--- config.mk ---
export PLATFORM = sky130hd
export DESIGN_NAME = icache_ctrl_unit
export DESIGN_NICKNAME = d
export VERILOG_FILES = /design/src/verilog/icache_ctrl_pkg.sv /design/src/verilog/icache_ack_tracker.sv /design/src/verilog/icache_ctrl_fsm.sv /design/src/verilog/icache_ctrl_regs.sv /design/src/verilog/icache_ctrl_unit.sv
export VERILOG_INCLUDE_DIRS = /design/src /design/src/verilog
export SDC_FILE = /design/constraint.sdc
export NUM_CORES = 1
export LEC_CHECK = 0
export BUFFER_PORTS_ARGS = -buffer_cell sky130_fd_sc_hd__buf_2
export CORE_UTILIZATION = 51
export CTS_CLUSTER_SIZE = 16
export DETAILED_ROUTE_END_ITERATION = 10
export GPL_ROUTABILITY_DRIVEN = 0
export PLACE_DENSITY = 0.95
export SLEW_MARGIN = 10
export SYNTH_ARGS = -nofsm -noshare
export SYNTH_HDL_FRONTEND = slang
export SYNTH_SLANG_ARGS = --single-unit
--- constraint.sdc ---
create_clock -name clk_i -period 6.1 [get_ports clk_i]
set_clock_uncertainty 0.05 [all_clocks]
set_input_delay 0.915 -clock clk_i [delete_from_list [all_inputs] [get_ports clk_i]]
set_output_delay 0.915 -clock clk_i [all_outputs]
set_load 0.03 [all_outputs]
--- src/verilog/icache_ctrl_defines.svh ---
// Sizes are fixed at compile time; the bank count must be a power of two for selective flush
`ifndef ICACHE_CTRL_DEFINES_SVH
`define ICACHE_CTRL_DEFINES_SVH

// Cluster sizing
`define ICC_NB_BANKS        4
`define ICC_NB_CORES        4
`define ICC_ID_WIDTH        5       // Peripheral bus transaction id

// Lowest address bit of the bank index in a selective-flush address
`define ICC_SEL_OFFSET      4

// Register word indices, taken from bus address bits 7 to 2
`define ICC_REG_ENABLE      6'd0    // Per-bank enable, reads back
`define ICC_REG_FLUSH       6'd1    // Full bank flush, clears itself
`define ICC_REG_FLUSH_L0    6'd2    // Per-core L0 flush, clears itself
`define ICC_REG_SEL_FLUSH   6'd3    // Address to flush
`define ICC_REG_PRIVATE     6'd63   // Private/shared mode bit

// Read value for any index not listed above
`define ICC_BAD_ACCESS      32'hbada_cce5

`endif

--- src/verilog/icache_ctrl_pkg.sv ---
// Field widths come from the defines header; the id width must match the bus master
`include "icache_ctrl_defines.svh"
`default_nettype none

package icache_ctrl_pkg;

    typedef logic [`ICC_NB_BANKS-1:0] bank_mask_t;   // One bit per cache bank
    typedef logic [`ICC_NB_CORES-1:0] core_mask_t;   // One bit per L0 fetch buffer

    // Peripheral bus request, wen high means read
    typedef struct packed {
        logic                     req;
        logic [31:0]              addr;
        logic                     wen;
        logic [31:0]              wdata;
        logic [`ICC_ID_WIDTH-1:0] id;
    } periph_req_t;

    // Peripheral bus response
    typedef struct packed {
        logic                     r_valid;
        logic [`ICC_ID_WIDTH-1:0] r_id;
        logic [31:0]              r_rdata;
    } periph_rsp_t;

    // Control levels towards all cache banks
    typedef struct packed {
        bank_mask_t  req_enable;
        bank_mask_t  req_disable;
        bank_mask_t  flush_req;
        bank_mask_t  sel_flush_req;
        logic [31:0] sel_flush_addr;   // Shared by all banks
        logic        is_private;
    } bank_ctrl_req_t;

    // Acknowledges back from the banks, pulse or hold
    typedef struct packed {
        bank_mask_t ack_enable;
        bank_mask_t ack_disable;
        bank_mask_t flush_ack;
        bank_mask_t sel_flush_ack;
    } bank_ctrl_ack_t;

    // Operation sequencer states
    typedef enum logic [2:0] {
        op_idle,
        op_enable_wait,
        op_flush_wait,
        op_l0_wait,
        op_l0_done,        // Guard cycle after an L0 flush
        op_sel_flush_wait
    } icc_op_t;

endpackage

`default_nettype wire

--- src/verilog/icache_ack_tracker.sv ---
// Bits stay recorded until clear; the owner must not listen and clear in the same cycle
`default_nettype none

module icache_ack_tracker #(
    parameter type mask_t = logic [3:0]
)
(
    input  wire logic  clk_i,
    input  wire logic  rst_ni,

    input  wire logic  listen,
    input  wire logic  clear,
    input  wire mask_t ack,
    input  wire mask_t wanted,

    output mask_t      seen,
    output logic       all_done
);

    mask_t seen_q;

    always_ff @(posedge clk_i or negedge rst_ni)
    begin
        if (!rst_ni)
            seen_q <= '0;
        else if (clear)
            seen_q <= '0;
        else if (listen)
            seen_q <= seen_q | ack;   // Sticky, acks may be single pulses
    end

    assign seen = seen_q;

    // An empty wanted mask counts as done
    assign all_done = ((seen_q & wanted) == wanted);

    a_listen_clear: assert property (@(posedge clk_i) disable iff (!rst_ni)
        !(listen && clear));

endmodule

`default_nettype wire

--- src/verilog/icache_ctrl_fsm.sv ---
// One operation at a time; the bus is held off by gnt until the running operation responds
`include "icache_ctrl_defines.svh"
`default_nettype none

module icache_ctrl_fsm
    import icache_ctrl_pkg::*;
(
    input  wire logic        clk_i,
    input  wire logic        rst_ni,

    input  wire periph_req_t bus_req,
    output logic             gnt,
    output logic             is_read,
    output logic             is_write,
    output logic             respond,

    input  wire logic [31:0] sel_flush_addr,
    input  wire bank_mask_t  sel_ack,
    output bank_mask_t       sel_req,

    output logic             listen_enable,
    output logic             listen_flush,
    output logic             listen_l0,
    output logic             clear_flush,
    output logic             clear_l0,
    output logic             clear_enable,

    input  wire logic        enable_done,
    input  wire logic        flush_done,
    input  wire logic        l0_done
);

    localparam int sel_bits = $clog2(`ICC_NB_BANKS);

    icc_op_t             state_q;
    icc_op_t             state_d;
    logic [sel_bits-1:0] sel_idx;

    // Bank that owns the address
    assign sel_idx = sel_flush_addr[`ICC_SEL_OFFSET +: sel_bits];

    always_ff @(posedge clk_i or negedge rst_ni)
    begin
        if (!rst_ni)
            state_q <= op_idle;
        else
            state_q <= state_d;
    end

    always_comb
    begin
        state_d       = state_q;
        gnt           = 1'b0;
        is_read       = 1'b0;
        is_write      = 1'b0;
        respond       = 1'b0;
        sel_req       = '0;
        listen_enable = 1'b0;
        listen_flush  = 1'b0;
        listen_l0     = 1'b0;
        clear_flush   = 1'b0;
        clear_l0      = 1'b0;
        clear_enable  = 1'b0;

        case (state_q)
            op_idle:
            begin
                gnt = 1'b1;
                if (bus_req.req)
                begin
                    if (bus_req.wen)
                    begin
                        is_read = 1'b1;
                        respond = 1'b1;
                    end
                    else
                    begin
                        is_write = 1'b1;
                        case (bus_req.addr[7:2])
                            `ICC_REG_ENABLE:    state_d = op_enable_wait;
                            `ICC_REG_FLUSH:     state_d = op_flush_wait;
                            `ICC_REG_FLUSH_L0:  state_d = op_l0_wait;
                            `ICC_REG_SEL_FLUSH: state_d = op_sel_flush_wait;
                            default:            respond = 1'b1;   // Private bit or unmapped
                        endcase
                    end
                end
            end

            op_enable_wait:
            begin
                if (enable_done)
                begin
                    respond      = 1'b1;
                    clear_enable = 1'b1;
                    state_d      = op_idle;
                end
                else
                    listen_enable = 1'b1;
            end

            op_flush_wait:
            begin
                if (flush_done)
                begin
                    respond     = 1'b1;
                    clear_flush = 1'b1;
                    state_d     = op_idle;
                end
                else
                    listen_flush = 1'b1;
            end

            op_l0_wait:
            begin
                if (l0_done)
                begin
                    respond  = 1'b1;
                    clear_l0 = 1'b1;
                    state_d  = op_l0_done;
                end
                else
                    listen_l0 = 1'b1;
            end

            // L0 levels settle low before the next grant
            op_l0_done:
                state_d = op_idle;

            op_sel_flush_wait:
            begin
                sel_req[sel_idx] = 1'b1;
                if (sel_ack[sel_idx])
                begin
                    respond = 1'b1;
                    state_d = op_idle;
                end
            end

            default:
                state_d = op_idle;
        endcase
    end

    // The selected bank stays fixed while its request is up
    a_sel_stable: assert property (@(posedge clk_i) disable iff (!rst_ni)
        (state_q == op_sel_flush_wait && !respond) |=> $stable(sel_idx));

endmodule

`default_nettype wire

--- src/verilog/icache_ctrl_regs.sv ---
// Only address bits 7 to 2 select a register; writes of unmapped indices are dropped
`include "icache_ctrl_defines.svh"
`default_nettype none

module icache_ctrl_regs
    import icache_ctrl_pkg::*;
(
    input  wire logic        clk_i,
    input  wire logic        rst_ni,

    input  wire periph_req_t bus_req,
    input  wire logic        is_read,
    input  wire logic        is_write,
    input  wire logic        clear_flush,
    input  wire logic        clear_l0,

    output periph_rsp_t      bus_rsp,
    input  wire logic        respond,

    output bank_mask_t       enable_mask,
    output bank_mask_t       flush_mask,
    output core_mask_t       l0_mask,
    output logic [31:0]      sel_flush_addr,
    output logic             is_private
);

    logic [5:0]               reg_idx;
    bank_mask_t               enable_q;
    bank_mask_t               flush_q;
    core_mask_t               l0_q;
    logic [31:0]              sel_addr_q;
    logic                     private_q;
    logic [31:0]              rdata;

    logic                     r_valid_q;
    logic [`ICC_ID_WIDTH-1:0] r_id_q;
    logic [31:0]              r_rdata_q;

    assign reg_idx = bus_req.addr[7:2];

    always_ff @(posedge clk_i or negedge rst_ni)
    begin
        if (!rst_ni)
        begin
            enable_q   <= '0;      // All banks disabled
            flush_q    <= '0;
            l0_q       <= '0;
            sel_addr_q <= '0;
            private_q  <= 1'b0;
        end
        else if (is_write)
        begin
            case (reg_idx)
                `ICC_REG_ENABLE:    enable_q   <= bus_req.wdata[`ICC_NB_BANKS-1:0];
                `ICC_REG_FLUSH:     flush_q    <= bus_req.wdata[`ICC_NB_BANKS-1:0];
                `ICC_REG_FLUSH_L0:  l0_q       <= bus_req.wdata[`ICC_NB_CORES-1:0];
                `ICC_REG_SEL_FLUSH: sel_addr_q <= bus_req.wdata;
                `ICC_REG_PRIVATE:   private_q  <= bus_req.wdata[0];
                default:            ;
            endcase
        end
        else
        begin
            // Flush masks drop once every target has answered
            if (clear_flush)
                flush_q <= '0;
            if (clear_l0)
                l0_q <= '0;
        end
    end

    // Read mux
    always_comb
    begin
        case (reg_idx)
            `ICC_REG_ENABLE:    rdata = 32'(enable_q);
            `ICC_REG_FLUSH:     rdata = 32'(flush_q);
            `ICC_REG_FLUSH_L0:  rdata = 32'(l0_q);
            `ICC_REG_SEL_FLUSH: rdata = sel_addr_q;
            `ICC_REG_PRIVATE:   rdata = {31'd0, private_q};
            default:            rdata = `ICC_BAD_ACCESS;
        endcase
    end

    always_ff @(posedge clk_i or negedge rst_ni)
    begin
        if (!rst_ni)
            r_valid_q <= 1'b0;
        else
            r_valid_q <= is_read | respond;
    end

    // Response payload, write responses carry zero
    always_ff @(posedge clk_i)
    begin
        if (is_read || is_write)
            r_id_q <= bus_req.id;
        if (is_read)
            r_rdata_q <= rdata;
        else if (respond)
            r_rdata_q <= '0;
    end

    assign bus_rsp.r_valid = r_valid_q;
    assign bus_rsp.r_id    = r_id_q;
    assign bus_rsp.r_rdata = r_rdata_q;

    assign enable_mask    = enable_q;
    assign flush_mask     = flush_q;
    assign l0_mask        = l0_q;
    assign sel_flush_addr = sel_addr_q;
    assign is_private     = private_q;

    // Clears come only from wait states, where the bus is not granted
    a_clear_vs_write: assert property (@(posedge clk_i) disable iff (!rst_ni)
        (clear_flush || clear_l0) |-> !is_write);

endmodule

`default_nettype wire

--- src/verilog/icache_ctrl_unit.sv ---
// Request levels are not retimed; banks and cores see them straight from registers and FSM
`default_nettype none

module icache_ctrl_unit
    import icache_ctrl_pkg::*;
(
    input  wire logic           clk_i,
    input  wire logic           rst_ni,

    input  wire periph_req_t    bus_req,
    output logic                gnt,
    output periph_rsp_t         bus_rsp,

    output bank_ctrl_req_t      bank_req,
    input  wire bank_ctrl_ack_t bank_ack,

    output core_mask_t          l0_flush_req,
    input  wire core_mask_t     l0_flush_ack
);

    bank_mask_t  enable_mask;
    bank_mask_t  flush_mask;
    core_mask_t  l0_mask;
    logic [31:0] sel_flush_addr;
    logic        is_private;

    logic        is_read;
    logic        is_write;
    logic        respond;
    bank_mask_t  sel_req;
    logic        listen_enable;
    logic        listen_flush;
    logic        listen_l0;
    logic        clear_enable;
    logic        clear_flush;
    logic        clear_l0;
    logic        enable_done;
    logic        flush_done;
    logic        l0_done;

    bank_mask_t  enable_ack;
    bank_mask_t  flush_seen;
    core_mask_t  l0_seen;

    // Each bank answers on the ack that matches its new level
    assign enable_ack = (enable_mask & bank_ack.ack_enable) | (~enable_mask & bank_ack.ack_disable);

    icache_ctrl_regs u_regs (
        .clk_i          (clk_i),
        .rst_ni         (rst_ni),
        .bus_req        (bus_req),
        .is_read        (is_read),
        .is_write       (is_write),
        .clear_flush    (clear_flush),
        .clear_l0       (clear_l0),
        .bus_rsp        (bus_rsp),
        .respond        (respond),
        .enable_mask    (enable_mask),
        .flush_mask     (flush_mask),
        .l0_mask        (l0_mask),
        .sel_flush_addr (sel_flush_addr),
        .is_private     (is_private)
    );

    icache_ctrl_fsm u_fsm (
        .clk_i          (clk_i),
        .rst_ni         (rst_ni),
        .bus_req        (bus_req),
        .gnt            (gnt),
        .is_read        (is_read),
        .is_write       (is_write),
        .respond        (respond),
        .sel_flush_addr (sel_flush_addr),
        .sel_ack        (bank_ack.sel_flush_ack),
        .sel_req        (sel_req),
        .listen_enable  (listen_enable),
        .listen_flush   (listen_flush),
        .listen_l0      (listen_l0),
        .clear_flush    (clear_flush),
        .clear_l0       (clear_l0),
        .clear_enable   (clear_enable),
        .enable_done    (enable_done),
        .flush_done     (flush_done),
        .l0_done        (l0_done)
    );

    // Every bank must confirm its enable or disable level
    icache_ack_tracker #(.mask_t(bank_mask_t)) u_enable_tracker (
        .clk_i    (clk_i),
        .rst_ni   (rst_ni),
        .listen   (listen_enable),
        .clear    (clear_enable),
        .ack      (enable_ack),
        .wanted   ('1),
        .seen     (),
        .all_done (enable_done)
    );

    icache_ack_tracker #(.mask_t(bank_mask_t)) u_flush_tracker (
        .clk_i    (clk_i),
        .rst_ni   (rst_ni),
        .listen   (listen_flush),
        .clear    (clear_flush),
        .ack      (bank_ack.flush_ack),
        .wanted   (flush_mask),
        .seen     (flush_seen),
        .all_done (flush_done)
    );

    icache_ack_tracker #(.mask_t(core_mask_t)) u_l0_tracker (
        .clk_i    (clk_i),
        .rst_ni   (rst_ni),
        .listen   (listen_l0),
        .clear    (clear_l0),
        .ack      (l0_flush_ack),
        .wanted   (l0_mask),
        .seen     (l0_seen),
        .all_done (l0_done)
    );

    assign bank_req.req_enable     = enable_mask;
    assign bank_req.req_disable    = ~enable_mask;
    assign bank_req.flush_req      = flush_mask & ~flush_seen;   // Drops per bank once acked
    assign bank_req.sel_flush_req  = sel_req;
    assign bank_req.sel_flush_addr = sel_flush_addr;
    assign bank_req.is_private     = is_private;

    assign l0_flush_req = l0_mask & ~l0_seen;

endmodule

`default_nettype wire
==> qor.log, run 1 <==
qor: hold_path.min-delay-path-class flip-flop to flip-flop
qor: routing.drtPass1Iterations 4
qor: job.maxCapViolations 0
qor: global_route.grt_antenna_before_repair 0
qor: timing.fin_crit_sh 0.481
qor: logic_synthesis.synth.area.top_cells sky130_fd_sc_hd__dfrtp_1, sky130_fd_sc_hd__edfxtp_1, sky130_fd_sc_hd__mux2_2
qor: routing.wl_per_cell 16.8 um
qor: routing.detail-route-antenna-nets 0
qor: placed_design.placedCellCount 579
qor: pwr.sequentialPowerShare 0.461
qor: clocking.clock_pin_slew_worst_setup_and_hold_paths 0.09 ns
qor: cells_and_area.drive_gt1_frac 0.465
qor: critical_path.timing.critical_path.from_type input pin
qor: logic_synthesis.yosysWarningCount 0
qor: floorplan.floorplan.initialDensity 0.538
qor: critical_path.critical_path_depth 5
qor: timing.clock.fmax 341 MHz
qor: cells_and_area.finish.cell_count_without_fillers 595
qor: routing.routed-via-count 3,291
qor: floorplan.fp.dieArea 8690 sq um
qor: timing.transition_at_the_pin_with_the_smallest_max_transition_slack 1.02 ns
qor: critical_path.worstPathArrival 3.13 ns
qor: placed_design.preCtsSetupSlack 2.76 ns
qor: critical_path.critical_path.cell_chain buf_2 > or4_1 > nor3_4 > buf_4 > mux2_2
qor: timing.drv_slew 0
qor: clocking.longest_clk_path_bufs 2
qor: timing.finalSetupViolCount 0
qor: timing.setup_ws 3.16 ns
qor: pwr.power-per-cell-area 401 nW/um^2
qor: critical_path.critical_path_startpoint bus_req[43]
qor: logic_synthesis.synthesis.nets 424
qor: floorplan.std_cell_rows 32
qor: logic_synthesis.edff_count_synth 37
qor: pwr.leakagePower 2.64 nW
qor: critical_path.critPathKind input pin to flip-flop
qor: floorplan.dieHeight 93.2 um
qor: logic_synthesis.ys_dominant_reg_cell sky130_fd_sc_hd__dfrtp_1
qor: placed_design.hpwl 7.56 mm
qor: placed_design.buffer_ports.inserted 158
qor: pwr.power.switching 858 uW
qor: logic_synthesis.flop_and_latch_count_out_of_synthesis 98
qor: clocking.postcts_resize_cnt 0
qor: critical_path.worst_ep_required_time 6.29 ns
qor: timing.totalNegativeSetupSlack 0 ns
qor: cells_and_area.areaGrowthSynthToFinish 24.3%
qor: critical_path.slowest_stage sky130_fd_sc_hd__or4_1
qor: logic_synthesis.mappedNetlistArea 4240 sq um
qor: routing.initialDrtViolationCount 112
qor: logic_synthesis.yosysSeqAreaShare 0.621
qor: pwr.power_share_of_the_combinational_group 0.353
qor: pwr.irDropWorstVdd 0.000225 V
qor: pwr.p_clk_frac 0.185
qor: cells_and_area.final_util 0.669
qor: global_route.grt.total_usage 0.240
qor: timing.report.final.hold_viol_count 0
qor: cells_and_area.antenna_cells_inserted 0
qor: logic_synthesis.synth_cells 331
qor: critical_path.r2r-start u_fsm.state_q[1]
qor: pwr.switching_share 0.405
qor: routing.drt_drc_violations_left 0
qor: floorplan.fp.coreArea 7890 sq um
qor: routing.route.detailed.vias_per_inst 5.53
qor: critical_path.path_delay_family simple AND/OR/NAND/NOR gates
qor: clocking.cts_tree built
qor: routing.detail_route.wirelength 9.97 mm
qor: pwr.fin_total_pwr 2.12 mW
qor: logic_synthesis.synth.lib_cells_used.distinct 39
qor: logic_synthesis.synth_largest_area_cell sky130_fd_sc_hd__dfrtp_1
qor: critical_path.cp_num_buf_inv 2
qor: clocking.worst_skew_pair.late_latency 0.35 ns
qor: pwr.power_report.internal_total 1.26 mW
qor: logic_synthesis.netlist.area_leader.share 0.360
qor: cells_and_area.filler_cell_count 606
qor: global_route.grt_max_degree 62
qor: clocking.clk_root_buffer_cell sky130_fd_sc_hd__clkbuf_8
qor: logic_synthesis.synth-async-reset-ratio 0.622
qor: clocking.tritoncts_num_sinks 98
qor: critical_path.worstSetupEndpointType flip-flop
qor: global_route.grt_first_pass_wirelength 15.6 mm
qor: floorplan.die_x 93.2 um
qor: clocking.numCtsBuffers 9
qor: cells_and_area.nets 581
qor: timing.relative_slew_slack 0.318
qor: global_route.grt_pass1_vias 3,171
qor: timing.grt_setup_unrepaired false
qor: clocking.cts_hold_buf 0
qor: critical_path.crit_fanout 23
qor: floorplan.ioPinCount 185
qor: status.outcome completed
qor: critical_path.critical_path.max_stage_delay 0.74 ns
qor: timing.finalCriticalPeriod 2.94 ns
qor: critical_path.crit_end u_regs.sel_flush_addr[19]
qor: logic_synthesis.postSynthAreaPerCell 12.8 sq um
qor: critical_path.worst_r2r_endpoint u_regs.r_rdata_q[22]
qor: clocking.h-tree-depth 3
qor: critical_path.r2r_slack 3.50 ns
qor: clocking.cts_post_setup_buffers_inserted 0
qor: global_route.grt-ovfl-total 0
qor: critical_path.reg2regPathDepth 6
per-stage QoR:
| stage | hold slack, ns | cell area (sq um) |
|---|---|---|
| 6_report | 0.455 | 5270 |
| 5_1_grt | 0.477 | 5270 |
| 2_1_floorplan | 0.412 | 4240 |
| 4_1_cts | 0.459 | 5270 |
| 3_5_place_dp | 0.439 | 5090 |
| 3_3_place_gp | 0.430 | 5090 |
cell type report:
class                           instances  area, sq um  share of cell area
Clock buffer                            9          124              0.0235
Clock inverter                          7         61.3              0.0116
Inverter                               11         41.3             0.00783
Multi-Input combinational cell        207         1470               0.279
Sequential cell                        98         2640               0.500
Tap cell                              102          128              0.0242
Timing Repair Buffer                  161          813               0.154
flip-flops by register name, summed over array words and instances, names as in the netlist, 3 cells and up:
name,count
u_regs.flush_mask,4
u_l0_tracker.seen,4
u_regs.enable_mask,4
u_regs.sel_flush_addr,32
u_regs.l0_mask,4
u_enable_tracker.seen,4
u_flush_tracker.seen,4
u_regs.r_rdata_q,32
u_regs.r_id_q,5
u_fsm.state_q,3
how the worst min path moves through the flow:
stage	from	end	slack, ns	depth (start not counted)
final	u_flush_tracker.seen[0]	u_flush_tracker.seen[0]	0.45	2
after global routing	u_flush_tracker.seen[0]	u_flush_tracker.seen[0]	0.48	2
after CTS	u_flush_tracker.seen[0]	u_flush_tracker.seen[0]	0.46	2
after detailed placement	u_flush_tracker.seen[0]	u_flush_tracker.seen[0]	0.44	2
after global placement	u_enable_tracker.seen[2]	u_enable_tracker.seen[2]	0.43	2
after floorplan	u_enable_tracker.seen[2]	u_enable_tracker.seen[2]	0.41	2
Yosys cell counts, types with 3 or more instances:
library cell,n
sky130_fd_sc_hd__o21ai_0,8
sky130_fd_sc_hd__nor3b_1,3
sky130_fd_sc_hd__mux2_2,36
sky130_fd_sc_hd__a21oi_1,32
sky130_fd_sc_hd__buf_6,4
sky130_fd_sc_hd__a22o_1,5
sky130_fd_sc_hd__nor4_1,3
sky130_fd_sc_hd__dfrtp_1,61
sky130_fd_sc_hd__clkbuf_1,3
sky130_fd_sc_hd__nand2b_1,3
sky130_fd_sc_hd__nor2_1,18
sky130_fd_sc_hd__mux4_2,5
sky130_fd_sc_hd__buf_2,6
sky130_fd_sc_hd__mux2_1,3
sky130_fd_sc_hd__nor2b_1,9
sky130_fd_sc_hd__nand2_1,38
sky130_fd_sc_hd__and3_1,17
sky130_fd_sc_hd__inv_1,11
sky130_fd_sc_hd__edfxtp_1,37
tightest hold or removal path: stages, from the launching register on:
cell	delay (ns)
sky130_fd_sc_hd__dfrtp_1	0.35
sky130_fd_sc_hd__a21oi_1	0.05
sky130_fd_sc_hd__nor2_1	0.07
power groups by stage:
stage | clock network [mW] | registers [mW] | logic, mW
3_3_place_gp | 0 | 0.980 | 0.734
3_5_place_dp | 0 | 0.990 | 0.752
5_1_grt | 0.430 | 0.993 | 0.797
6_report | 0.392 | 0.977 | 0.748
2_1_floorplan | 0 | 1.21 | 0.291
4_1_cts | 0.401 | 0.976 | 0.753
logic make-up (layout without fill, tap and decap cells):
kind of cell / after synthesis / after routing / share of synthesized area
simple gates: 110 / 110 / 0.144
xor+xnor: 1 / 1 / 0.00206
mux: 44 / 44 / 0.130
buf+inv: 26 / 188 / 0.0336
flops: 98 / 98 / 0.621
compound gates: 52 / 52 / 0.0684
routing by layer:
metal / vias to the layer above / track usage / part of all wire
li1: 1501 / - / -
met1: 1625 / 0.298 / 0.41
met2: 147 / 0.420 / 0.51
met3: 18 / 0.0407 / 0.060
met4: 0 / 0.0897 / 0.018
met5: - / 0 / 0
placed cells by master (no fill, tap or decap), types with 2 or more instances in the layout:
cell and n:
sky130_fd_sc_hd__nor3_4 2, sky130_fd_sc_hd__clkinvlp_4 2, sky130_fd_sc_hd__inv_1 11, sky130_fd_sc_hd__buf_2 158
sky130_fd_sc_hd__nand4_1 2, sky130_fd_sc_hd__nor3b_1 3, sky130_fd_sc_hd__nand2_1 38, sky130_fd_sc_hd__o21ai_0 8
sky130_fd_sc_hd__a22o_1 5, sky130_fd_sc_hd__o21ai_1 2, sky130_fd_sc_hd__or4_1 2, sky130_fd_sc_hd__a21oi_1 32
sky130_fd_sc_hd__inv_6 2, sky130_fd_sc_hd__mux4_2 5, sky130_fd_sc_hd__nand2b_1 3, sky130_fd_sc_hd__dfrtp_1 61
sky130_fd_sc_hd__and2_1 2, sky130_fd_sc_hd__clkbuf_8 9, sky130_fd_sc_hd__clkinv_4 2, sky130_fd_sc_hd__edfxtp_1 37
sky130_fd_sc_hd__nor2_2 2, sky130_fd_sc_hd__and3_1 17, sky130_fd_sc_hd__mux2_1 3, sky130_fd_sc_hd__mux2_2 36
sky130_fd_sc_hd__or2_2 2, sky130_fd_sc_hd__nor4_1 3, sky130_fd_sc_hd__buf_4 3, sky130_fd_sc_hd__nor4_4 2
sky130_fd_sc_hd__nor2_1 18, sky130_fd_sc_hd__nor2b_1 9
No activity file was read; power rests on OpenSTA's default activity.
==> run 2, diff against run 1 <==
Settings changed: CORE_UTILIZATION 51 to 47, PLACE_DENSITY 0.95 to 0.89.
Clock period 6.1 ns to 2.8 ns, I/O delays scaled along.
==> run 2 against run 1 <==
Power up 120%. Clock-buffer cell count unchanged. Non-clock buffer count up 8. First-iteration DRC count down 22%. Global-route usage down 1.8 points. Largest cell class unchanged. Largest power group unchanged. Highest routed layer unchanged.
==> qor.log, run 2 (synthesis results as in run 1) <==
qor: global_route.grt_pass1_vias 3,230
qor: timing.finalCriticalPeriod 2.48 ns
qor: global_route.global_route.usage.met3 0.0419
qor: floorplan.die_x 97.0 um
qor: critical_path.critical_path.cell_chain nor2b_4 > or4_4 > nor2_4 > a2111oi_0 > a22oi_2 > buf_4
qor: placed_design.buffer_ports.inserted 158
qor: cells_and_area.drive_gt1_frac 0.483
qor: critical_path.critical_path_startpoint u_regs.flush_mask[2]
qor: routing.routed-via-count 3,276
qor: timing.finalSetupViolCount 0
qor: routing.initialDrtViolationCount 87
qor: cells_and_area.mostFrequentLayoutCells sky130_fd_sc_hd__buf_2, sky130_fd_sc_hd__dfrtp_1, sky130_fd_sc_hd__nand2_1
qor: critical_path.slowest_stage sky130_fd_sc_hd__or4_4
qor: timing.grt_setup_unrepaired false
qor: pwr.leakagePower 2.68 nW
qor: floorplan.std_cell_rows 34
qor: routing.wl_per_cell 16.7 um
qor: cells_and_area.post-route-cell-area 5380 sq um
qor: pwr.power-per-cell-area 867 nW/um^2
qor: placed_design.hpwl 7.58 mm
qor: global_route.grt_busiest_layer met2
qor: pwr.irDropWorstVdd 0.000527 V
qor: placed_design.preCtsSetupSlack 0.147 ns
qor: timing.drv_slew 0
qor: cells_and_area.nets 589
qor: status.outcome completed
qor: cells_and_area.filler_cell_count 674
qor: clocking.longest_clk_path_bufs 2
qor: critical_path.crit_fanout 33
qor: critical_path.r2r_slack 0.32 ns
qor: placed_design.placedCellCount 593
qor: clocking.h-tree-depth 3
qor: global_route.grt.met1_usage 0.273
qor: global_route.grt_max_degree 36
qor: critical_path.critPathKind flip-flop to flip-flop
qor: routing.detail_route.wirelength 10.2 mm
qor: clocking.cts_post_setup_buffers_inserted 0
qor: clocking.cts_tree built
qor: global_route.grt_antenna_before_repair 0
qor: critical_path.r2r-start u_regs.flush_mask[2]
qor: floorplan.fp.coreArea 8720 sq um
qor: critical_path.worst_ep_required_time 2.76 ns
qor: global_route.grt_util_met2 0.385
qor: critical_path.worstSetupEndpointType flip-flop
qor: timing.fin_crit_sh 0.884
qor: clocking.postcts_resize_cnt 0
qor: routing.drt_drc_violations_left 0
qor: global_route.grt_first_pass_wirelength 16.3 mm
qor: job.maxCapViolations 0
qor: placed_design.detailed_place.area 5200 sq um
qor: global_route.grt.total_usage 0.222
qor: cells_and_area.layout.area.seq 2640 sq um
qor: clocking.clock_pin_slew_worst_setup_and_hold_paths 0.10 ns
qor: critical_path.reg2regPathDepth 6
qor: critical_path.critical_path.max_stage_delay 0.57 ns
qor: global_route.grt-ovfl-total 0
qor: timing.fin_hold_ws 0.0268 ns
qor: timing.setup_ws 0.325 ns
qor: cells_and_area.multi_input_comb_area 1510 sq um
qor: hold_path.min-delay-path-class input pin to async pin
qor: routing.drtPass1Iterations 4
qor: critical_path.cp_num_buf_inv 1
qor: timing.transition_at_the_pin_with_the_smallest_max_transition_slack 0.649 ns
qor: cells_and_area.finish.cell_count_without_fillers 609
qor: critical_path.timing.critical_path.from_type flip-flop
qor: cells_and_area.antenna_cells_inserted 0
qor: clocking.clk_root_buffer_cell sky130_fd_sc_hd__clkbuf_8
qor: cells_and_area.final_util 0.617
qor: timing.report.final.hold_viol_count 0
qor: floorplan.fp.dieArea 9410 sq um
qor: routing.detail-route-antenna-nets 0
qor: critical_path.path_delay_family simple AND/OR/NAND/NOR gates
qor: pwr.fin_total_pwr 4.67 mW
qor: cells_and_area.most_common_cell_after_layout_fill_and_taps_aside sky130_fd_sc_hd__buf_2
qor: floorplan.ioPinCount 185
qor: clocking.numCtsBuffers 9
qor: critical_path.worst_r2r_endpoint u_regs.r_rdata_q[3]
qor: floorplan.floorplan.initialDensity 0.487
qor: timing.totalNegativeSetupSlack 0 ns
qor: clocking.cts_hold_buf 0
qor: timing.clock.fmax 404 MHz
qor: clocking.tritoncts_num_sinks 98
qor: routing.route.detailed.vias_per_inst 5.38
qor: critical_path.worstPathArrival 2.43 ns
qor: timing.relative_slew_slack 0.568
qor: floorplan.dieHeight 97.0 um
qor: clocking.worst_skew_pair.late_latency 0.36 ns
qor: cells_and_area.areaGrowthSynthToFinish 26.9%
==> run 2: per-layer routing <==
metal / up-vias / routed length, um
li1: 1515 / -
met3: 24 / 583
met5: - / 0
met2: 136 / 5210
met1: 1601 / 4120
met4: 0 / 269
==> run 2: area by class of cell <==
type                       instances  area share
timing repair buffer             169       0.165
tap                              108      0.0251
multi-input combinational        207       0.280
inverter                          11     0.00767
sequential                        98       0.490
clock buffer                       9      0.0230
clock inverter                     7     0.00999
==> run 2: worst register-to-register path: stages, from the launching register on <==
cell	delay, ns
sky130_fd_sc_hd__dfrtp_1	0.42
sky130_fd_sc_hd__nor2b_4	0.14
sky130_fd_sc_hd__or4_4	0.57
sky130_fd_sc_hd__nor2_4	0.24
sky130_fd_sc_hd__a2111oi_0	0.13
sky130_fd_sc_hd__a22oi_2	0.17
sky130_fd_sc_hd__buf_4	0.40
==> run 2: how the worst max path moves through the flow <==
stage	end	depth (start not counted)
6_report	u_regs.r_rdata_q[3]	6
2_1_floorplan	u_regs.r_rdata_q[0]	6
5_1_grt	u_regs.r_rdata_q[3]	6
4_1_cts	u_regs.r_rdata_q[10]	6
3_5_place_dp	u_regs.r_rdata_q[24]	6
3_3_place_gp	u_regs.r_rdata_q[24]	6
==> run 2: report_power, final <==
part	internal, mW	total (mW)	leakage [nW]	switching (mW)
clock network	0.328	0.827	0.0835	0.499
logic	0.518	1.71	1.45	1.19
registers	1.93	2.13	1.15	0.201
total	2.78	4.67	2.68	1.89
